`config.mk`:
```
export PLATFORM = sky130hd
export DESIGN_NAME = pbch_llr_capture
export DESIGN_NICKNAME = d
export VERILOG_FILES = /design/src/logic/llr_pkg.sv /design/src/logic/llr_demap.sv /design/src/logic/llr_fifo.sv /design/src/logic/llr_axil_regs.sv /design/src/logic/pbch_llr_capture.sv
export SDC_FILE = /design/constraint.sdc
export NUM_CORES = 1
export LEC_CHECK = 0
export CORE_MARGIN = 3
export CORE_UTILIZATION = 30
export CTS_BUF_LIST = sky130_fd_sc_hd__clkbuf_4 sky130_fd_sc_hd__clkbuf_8
export CTS_CLUSTER_SIZE = 40
export DETAILED_ROUTE_END_ITERATION = 16
export DONT_BUFFER_PORTS = 1
export PLACE_DENSITY = 0.45
export SLEW_MARGIN = 20
export SYNTH_ARGS = -nofsm -noshare
export SYNTH_HDL_FRONTEND = slang
export SYNTH_SLANG_ARGS = --single-unit
```
`constraint.sdc`:
```
create_clock -name clk_i -period 5.4 [get_ports clk_i]
set_clock_uncertainty 0.1 [all_clocks]
set_input_delay 0.54 -clock clk_i [delete_from_list [all_inputs] [get_ports clk_i]]
set_output_delay 0.54 -clock clk_i [all_outputs]
set_load 0.02 [all_outputs]
```
`src/logic/llr_pkg.sv`:
```
package llr_pkg;

    // ----------------------------
    // symbol stream
    // ----------------------------

    // one I or Q component, symbol is {imag, real}
    localparam int IQ_DW      = 16;
    localparam int SYM_TYPE_W = 2;

    localparam logic [SYM_TYPE_W-1:0] SYM_PBCH = 2'd1;

    // ----------------------------
    // AXI4-Lite register map
    // ----------------------------

    localparam int AXIL_ADDR_W = 4;
    localparam int AXIL_DATA_W = 32;

    localparam logic [AXIL_ADDR_W-1:0] REG_DATA  = 4'h0;
    localparam logic [AXIL_ADDR_W-1:0] REG_LEVEL = 4'h4;
    localparam logic [AXIL_ADDR_W-1:0] REG_CTRL  = 4'h8;
    localparam logic [AXIL_ADDR_W-1:0] REG_DROPS = 4'hC;

    localparam logic [1:0] RESP_OKAY   = 2'b00;
    localparam logic [1:0] RESP_SLVERR = 2'b10;

endpackage

```
`src/logic/llr_demap.sv`:
```
module llr_demap #(
    parameter int LLR_DW = 8
) (
    input  logic                           clk_i,
    input  logic                           reset_ni,

    input  logic [2*llr_pkg::IQ_DW-1:0]    sym_data_i,
    input  logic [llr_pkg::SYM_TYPE_W-1:0] sym_type_i,
    input  logic                           sym_last_i,
    input  logic                           sym_valid_i,

    output logic [2*LLR_DW-1:0]            pair_data_o,
    output logic                           pair_last_o,
    output logic                           pair_valid_o
);
    import llr_pkg::*;

    logic [LLR_DW-1:0] llr_re;
    logic [LLR_DW-1:0] llr_im;

    // top bits of each component, sign kept
    assign llr_re = sym_data_i[IQ_DW-1 -: LLR_DW];
    assign llr_im = sym_data_i[2*IQ_DW-1 -: LLR_DW];

    // only PBCH symbols go on to the store
    always_ff @(posedge clk_i) begin
        if (!reset_ni) begin
            pair_valid_o <= 1'b0;
        end else begin
            pair_valid_o <= sym_valid_i && (sym_type_i == SYM_PBCH);
        end
    end

    always_ff @(posedge clk_i) begin
        if (sym_valid_i) begin
            pair_data_o <= {llr_im, llr_re};
            pair_last_o <= sym_last_i;
        end
    end

endmodule

```
`src/logic/llr_fifo.sv`:
```
module llr_fifo #(
    parameter int LLR_DW     = 8,
    parameter int FIFO_DEPTH = 16
) (
    input  logic                            clk_i,
    input  logic                            reset_ni,

    input  logic [2*LLR_DW:0]               wr_data_i,
    input  logic                            wr_valid_i,
    input  logic                            pop_i,
    input  logic                            clear_i,

    output logic [2*LLR_DW:0]               rd_data_o,
    output logic [$clog2(FIFO_DEPTH):0]     level_o,
    output logic [15:0]                     drops_o
);
    localparam int ENTRY_W = 2*LLR_DW + 1;
    localparam int PTR_W   = $clog2(FIFO_DEPTH);
    localparam int LVL_W   = PTR_W + 1;

    logic [ENTRY_W-1:0] mem [FIFO_DEPTH];
    logic [PTR_W-1:0]   wr_ptr;
    logic [PTR_W-1:0]   rd_ptr;
    logic [LVL_W-1:0]   count;
    logic               full;
    logic               push;

    assign full = (count == LVL_W'(FIFO_DEPTH));

    // a pop in the same cycle frees the slot
    assign push = wr_valid_i && (!full || pop_i);

    assign rd_data_o = mem[rd_ptr];
    assign level_o   = count;

    always_ff @(posedge clk_i) begin
        if (push) begin
            mem[wr_ptr] <= wr_data_i;
        end
    end

    always_ff @(posedge clk_i) begin
        if (!reset_ni || clear_i) begin
            wr_ptr  <= '0;
            rd_ptr  <= '0;
            count   <= '0;
            drops_o <= '0;
        end else begin
            if (push) begin
                wr_ptr <= wr_ptr + 1'b1;
            end
            if (pop_i) begin
                rd_ptr <= rd_ptr + 1'b1;
            end

            case ({push, pop_i})
                2'b10:   count <= count + 1'b1;
                2'b01:   count <= count - 1'b1;
                default: count <= count;
            endcase

            // overflow drop count, saturates
            if (wr_valid_i && !push && (drops_o != '1)) begin
                drops_o <= drops_o + 1'b1;
            end
        end
    end

endmodule

```
`src/logic/llr_axil_regs.sv`:
```
module llr_axil_regs #(
    parameter int LLR_DW     = 8,
    parameter int FIFO_DEPTH = 16
) (
    input  logic                              clk_i,
    input  logic                              reset_ni,

    input  logic [llr_pkg::AXIL_ADDR_W-1:0]   s_axil_awaddr_i,
    input  logic                              s_axil_awvalid_i,
    output logic                              s_axil_awready_o,
    input  logic [llr_pkg::AXIL_DATA_W-1:0]   s_axil_wdata_i,
    input  logic [llr_pkg::AXIL_DATA_W/8-1:0] s_axil_wstrb_i,
    input  logic                              s_axil_wvalid_i,
    output logic                              s_axil_wready_o,
    output logic [1:0]                        s_axil_bresp_o,
    output logic                              s_axil_bvalid_o,
    input  logic                              s_axil_bready_i,
    input  logic [llr_pkg::AXIL_ADDR_W-1:0]   s_axil_araddr_i,
    input  logic                              s_axil_arvalid_i,
    output logic                              s_axil_arready_o,
    output logic [llr_pkg::AXIL_DATA_W-1:0]   s_axil_rdata_o,
    output logic [1:0]                        s_axil_rresp_o,
    output logic                              s_axil_rvalid_o,
    input  logic                              s_axil_rready_i,

    input  logic [2*LLR_DW:0]                 fifo_data_i,
    input  logic [$clog2(FIFO_DEPTH):0]       fifo_level_i,
    input  logic [15:0]                       fifo_drops_i,
    output logic                              pop_o,
    output logic                              clear_o
);
    import llr_pkg::*;

    localparam int ENTRY_W = 2*LLR_DW + 1;
    localparam int LVL_W   = $clog2(FIFO_DEPTH) + 1;

    logic                   wr_accept;
    logic                   wr_to_ctrl;
    logic                   rd_accept;
    logic                   fifo_empty;
    logic [AXIL_DATA_W-1:0] rd_value;
    logic [1:0]             rd_resp;

    // ----------------------------
    // write path
    // ----------------------------

    // wstrb ignored, full word writes only
    assign wr_accept  = s_axil_awvalid_i && s_axil_wvalid_i && !s_axil_bvalid_o;
    assign wr_to_ctrl = (s_axil_awaddr_i == REG_CTRL);

    assign s_axil_awready_o = wr_accept;
    assign s_axil_wready_o  = wr_accept;

    assign clear_o = wr_accept && wr_to_ctrl && s_axil_wdata_i[0];

    always_ff @(posedge clk_i) begin
        if (!reset_ni) begin
            s_axil_bvalid_o <= 1'b0;
        end else if (wr_accept) begin
            s_axil_bvalid_o <= 1'b1;
        end else if (s_axil_bready_i) begin
            s_axil_bvalid_o <= 1'b0;
        end
    end

    always_ff @(posedge clk_i) begin
        if (wr_accept) begin
            s_axil_bresp_o <= wr_to_ctrl ? RESP_OKAY : RESP_SLVERR;
        end
    end

    // ----------------------------
    // read path
    // ----------------------------

    assign rd_accept  = s_axil_arvalid_i && !s_axil_rvalid_o;
    assign fifo_empty = (fifo_level_i == '0);

    assign s_axil_arready_o = rd_accept;

    // empty data read pops nothing
    assign pop_o = rd_accept && (s_axil_araddr_i == REG_DATA) && !fifo_empty;

    always_comb begin
        rd_value = '0;
        rd_resp  = RESP_OKAY;
        case (s_axil_araddr_i)
            REG_DATA: begin
                if (!fifo_empty) begin
                    rd_value = {{(AXIL_DATA_W-ENTRY_W){1'b0}}, fifo_data_i};
                end
            end
            REG_LEVEL: rd_value = {{(AXIL_DATA_W-LVL_W){1'b0}}, fifo_level_i};
            // write only, reads back zero
            REG_CTRL:  rd_value = '0;
            REG_DROPS: rd_value = {{(AXIL_DATA_W-16){1'b0}}, fifo_drops_i};
            default:   rd_resp  = RESP_SLVERR;
        endcase
    end

    always_ff @(posedge clk_i) begin
        if (!reset_ni) begin
            s_axil_rvalid_o <= 1'b0;
        end else if (rd_accept) begin
            s_axil_rvalid_o <= 1'b1;
        end else if (s_axil_rready_i) begin
            s_axil_rvalid_o <= 1'b0;
        end
    end

    // held until rready, sampled at acceptance
    always_ff @(posedge clk_i) begin
        if (rd_accept) begin
            s_axil_rdata_o <= rd_value;
            s_axil_rresp_o <= rd_resp;
        end
    end

endmodule

```
`src/logic/pbch_llr_capture.sv`:
```
module pbch_llr_capture #(
    parameter int LLR_DW     = 8,
    parameter int FIFO_DEPTH = 16
) (
    input  logic                              clk_i,
    input  logic                              reset_ni,

    input  logic [2*llr_pkg::IQ_DW-1:0]       sym_data_i,
    input  logic [llr_pkg::SYM_TYPE_W-1:0]    sym_type_i,
    input  logic                              sym_last_i,
    input  logic                              sym_valid_i,

    input  logic [llr_pkg::AXIL_ADDR_W-1:0]   s_axil_awaddr_i,
    input  logic                              s_axil_awvalid_i,
    output logic                              s_axil_awready_o,
    input  logic [llr_pkg::AXIL_DATA_W-1:0]   s_axil_wdata_i,
    input  logic [llr_pkg::AXIL_DATA_W/8-1:0] s_axil_wstrb_i,
    input  logic                              s_axil_wvalid_i,
    output logic                              s_axil_wready_o,
    output logic [1:0]                        s_axil_bresp_o,
    output logic                              s_axil_bvalid_o,
    input  logic                              s_axil_bready_i,
    input  logic [llr_pkg::AXIL_ADDR_W-1:0]   s_axil_araddr_i,
    input  logic                              s_axil_arvalid_i,
    output logic                              s_axil_arready_o,
    output logic [llr_pkg::AXIL_DATA_W-1:0]   s_axil_rdata_o,
    output logic [1:0]                        s_axil_rresp_o,
    output logic                              s_axil_rvalid_o,
    input  logic                              s_axil_rready_i
);
    localparam int LVL_W = $clog2(FIFO_DEPTH) + 1;

    logic [2*LLR_DW-1:0] pair_data;
    logic                pair_last;
    logic                pair_valid;
    logic [2*LLR_DW:0]   rd_data;
    logic [LVL_W-1:0]    level;
    logic [15:0]         drops;
    logic                pop;
    logic                clear;

    // ----------------------------
    // demapper and PBCH filter
    // ----------------------------

    llr_demap #(
        .LLR_DW(LLR_DW)
    ) u_llr_demap (
        .clk_i(clk_i),
        .reset_ni(reset_ni),
        .sym_data_i(sym_data_i),
        .sym_type_i(sym_type_i),
        .sym_last_i(sym_last_i),
        .sym_valid_i(sym_valid_i),
        .pair_data_o(pair_data),
        .pair_last_o(pair_last),
        .pair_valid_o(pair_valid)
    );

    // ----------------------------
    // LLR store
    // ----------------------------

    // last flag above the pair
    llr_fifo #(
        .LLR_DW(LLR_DW),
        .FIFO_DEPTH(FIFO_DEPTH)
    ) u_llr_fifo (
        .clk_i(clk_i),
        .reset_ni(reset_ni),
        .wr_data_i({pair_last, pair_data}),
        .wr_valid_i(pair_valid),
        .pop_i(pop),
        .clear_i(clear),
        .rd_data_o(rd_data),
        .level_o(level),
        .drops_o(drops)
    );

    // ----------------------------
    // register access
    // ----------------------------

    llr_axil_regs #(
        .LLR_DW(LLR_DW),
        .FIFO_DEPTH(FIFO_DEPTH)
    ) u_llr_axil_regs (
        .clk_i(clk_i),
        .reset_ni(reset_ni),
        .s_axil_awaddr_i(s_axil_awaddr_i),
        .s_axil_awvalid_i(s_axil_awvalid_i),
        .s_axil_awready_o(s_axil_awready_o),
        .s_axil_wdata_i(s_axil_wdata_i),
        .s_axil_wstrb_i(s_axil_wstrb_i),
        .s_axil_wvalid_i(s_axil_wvalid_i),
        .s_axil_wready_o(s_axil_wready_o),
        .s_axil_bresp_o(s_axil_bresp_o),
        .s_axil_bvalid_o(s_axil_bvalid_o),
        .s_axil_bready_i(s_axil_bready_i),
        .s_axil_araddr_i(s_axil_araddr_i),
        .s_axil_arvalid_i(s_axil_arvalid_i),
        .s_axil_arready_o(s_axil_arready_o),
        .s_axil_rdata_o(s_axil_rdata_o),
        .s_axil_rresp_o(s_axil_rresp_o),
        .s_axil_rvalid_o(s_axil_rvalid_o),
        .s_axil_rready_i(s_axil_rready_i),
        .fifo_data_i(rd_data),
        .fifo_level_i(level),
        .fifo_drops_i(drops),
        .pop_o(pop),
        .clear_o(clear)
    );

endmodule

```
==> metrics <==
Antenna diodes=0; remaining global-route overflow=0; Final ANT Viol Nets=0; Root Driver=clkbuf_8; first-pass GRT wire length=46100 um; crit end category=register; FF-to-FF End=u_llr_axil_regs.s_axil_rdata_o[5]$_DFFE_PP_; Post-synth EDFFs=308; top cells by count, synth=edfxtp_1, mux4_2, nor2_1, dfxtp_1, mux2i_1; first-pass iteration count of the detailed router=5; vias in the first global route=7354; nets=898; clock-pin slew on the worst setup and hold paths=0.07 ns; placer congestion estimate=0.751; synthesized area per cell=18.5 um2; CTS Sinks=344; Synth top area share=67.6%; ys async rst share=0%; Pins Over Slew Limit=0; total track usage=13.2%; DRT Wirelength=31400 um; reg2reg path depth=6; Syn Inst Count=741; Period minus WS final=2.99 ns; Initial Utilization=30.7%; CP startpoint kind=register; CP endpoint=u_llr_axil_regs.s_axil_rdata_o[5]$_DFFE_PP_; fmax=0.334 GHz; count leader, synth=edfxtp_1; ys flop type=edfxtp_1; final period utilization=55.5%; Via density=4.78; Reg2Reg Setup Slack=2.41 ns; Post-CTS Setup Bufs=0; Lkg Pwr=4.90 nW; port buffer count=0; Max Cap Viol=0; Power Dens Cells=338 mW/mm2; hpwl dp=17900 um; Longest Clk Path Bufs=3; row cnt=77; proportion of layout cells with a drive suffix above 1=25.2%; Setup Crit Path Kind=reg -> reg; Die W=220 um; placed cell area=0.0144 mm2; core area=0.0446 mm2; clock latency on the worst-skew pair=0.62 ns; routed via count=6867; Core Util, Final=35.4%; DRC=0; Slew HR=28.0%; required time worst endpoint=5.64 ns; status=complete, no violations; Yosys reg bits=344; Fin. Hold Viols=0; synthesized area=0.0137 mm2; I/O pins=128; worst-margin pin slew=1.08 ns; Die ar.=0.0482 mm2; Die Y=220 um; post-cts resize count=0; CTS Hold Bufs=23; H-Tree Level Count=2; ranking of synthesized cells by area=edfxtp_1, mux4_2, dfxtp_1, mux2i_1, buf_4; synth unique cells=53; antenna violations before repair=1; Final setup viols=0; RSZ-0062 raised after global routing=false; largest net degree at the start of global routing=50; routed len/inst=21.9 um; Yosys top cell by area=edfxtp_1; crit path DAT=3.23 ns; number of DRC markers in iteration 0=512; final instance area=0.0158 mm2; Worst IR Drop VDD=0.184 mV; TritonCTS Buffers=56; Worst Hold Class=in -> reg; synthesis warning total=0; Crit Path Max Fanout=35; CTS tree=done; area grow syn2layout=15.4%; Seq/Total Area, Yosys=72.9%; setup TNS=0 ns
[cell families after synthesis]
logic type / synth area share, %
AO/OA/AOI/OAI: 4.43
other: 0.0274
adder cells (fa/ha/maj): 0.969
multiplexers: 13.5
XOR/XNOR: 1.09
flip-flops: 72.9
AND/OR/NAND/NOR: 4.63
buffers and inverters: 2.48
[worst min-delay path by stage]
stage	slack (ns)	from	depth (start not counted)	endpoint
detailed placement	0.40	u_llr_fifo.drops_o[5]$_SDFFE_PP0P_	2	u_llr_fifo.drops_o[5]$_SDFFE_PP0P_
CTS	0.009	sym_type_i[0]	1	u_llr_demap.pair_valid_o$_SDFF_PN0_
finish	0.05	sym_type_i[0]	1	u_llr_demap.pair_valid_o$_SDFF_PN0_
global route	0.02	sym_type_i[0]	1	u_llr_demap.pair_valid_o$_SDFF_PN0_
global placement	0.39	u_llr_fifo.drops_o[5]$_SDFFE_PP0P_	2	u_llr_fifo.drops_o[5]$_SDFFE_PP0P_
floorplan	0.37	u_llr_fifo.drops_o[5]$_SDFFE_PP0P_	2	u_llr_fifo.drops_o[5]$_SDFFE_PP0P_
[layout by cell type, fill, tap and decap left out, drive strengths merged, types with 4 or more instances in the layout]
cell type / n
nor4: 4
a211oi: 17
nor2b: 13
o211ai: 7
clkinv: 14
inv: 13
a21oi: 20
mux2i: 25
conb: 17
and3: 6
or4: 4
dfxtp: 36
ha: 9
clkbuf: 86
and2: 5
nor3: 6
a22o: 11
dlygate4sd3: 23
xor2: 9
edfxtp: 308
mux4: 68
buf: 15
nand3: 6
nand2: 21
o21ai: 10
mux2: 6
nand2b: 5
nor2: 40
xnor2: 8
nand4: 5
[where the power goes]
group | internal (mW) | total (mW) | switching [mW] | leakage [nW]
Sequential | 2.94 | 3.00 | 0.0589 | 3.09
Clock | 1.26 | 2.27 | 1.01 | 0.614
Combinational | 0.0270 | 0.0737 | 0.0466 | 1.19
Total | 4.23 | 5.34 | 1.11 | 4.90
[layout make-up]
cell class | count | area, um2
Clock buffer | 86 | 1030
Clock inverter | 16 | 118
Fill cell | 4175 | 28800
Inverter | 12 | 45.0
Multi-Input combinational cell | 349 | 3540
Sequential cell | 344 | 9980
Tap cell | 592 | 741
Timing Repair Buffer | 38 | 343
[sequential cells by signal, indices dropped and copies added, names as in the netlist, named ones only]
| register | cells |
|---|---|
| u_llr_fifo.mem | 272 |
| u_llr_axil_regs.s_axil_rdata_o | 17 |
| u_llr_demap.pair_data_o | 16 |
| u_llr_fifo.drops_o | 16 |
| u_llr_fifo.level_o | 5 |
| u_llr_fifo.rd_ptr | 4 |
| u_llr_fifo.wr_ptr | 4 |
| u_llr_axil_regs.s_axil_bresp_o | 1 |
| u_llr_axil_regs.s_axil_bvalid_o | 1 |
| u_llr_axil_regs.s_axil_rresp_o | 1 |
| u_llr_axil_regs.s_axil_rvalid_o | 1 |
| u_llr_demap.pair_last_o | 1 |
| u_llr_demap.pair_valid_o | 1 |
[routing by layer]
metal  vias up  global-route usage (%)  share of wire [%]
li1       3071                       -                  -
met1      3533                    17.3                 43
met2       197                    22.2                 48
met3        66                    2.56                5.9
met4         0                    4.23                2.4
met5         -                       0                  0
[through the flow]
step | std cells | hold slack [ns] | total power, mW | setup WS [ns]
floorplan | 757 | 0.367 | 3.09 | 1.68
global placement | 1312 | 0.386 | 3.10 | 1.94
detailed placement | 1312 | 0.397 | 3.11 | 1.90
CTS | 1437 | 0.00853 | 5.43 | 2.32
global route | 1437 | 0.0200 | 5.58 | 2.14
finish | 1437 | 0.0501 | 5.34 | 2.41
[worst max-delay path, stage by stage, from the launching register on]
cell	delay [ns]
dfxtp_2	1.03
buf_4	0.42
mux4_2	0.33
nor2b_1	0.14
a211oi_1	0.31
a21oi_1	0.15
a22o_1	0.24
Note: power is estimated with default switching activity, not from simulation.
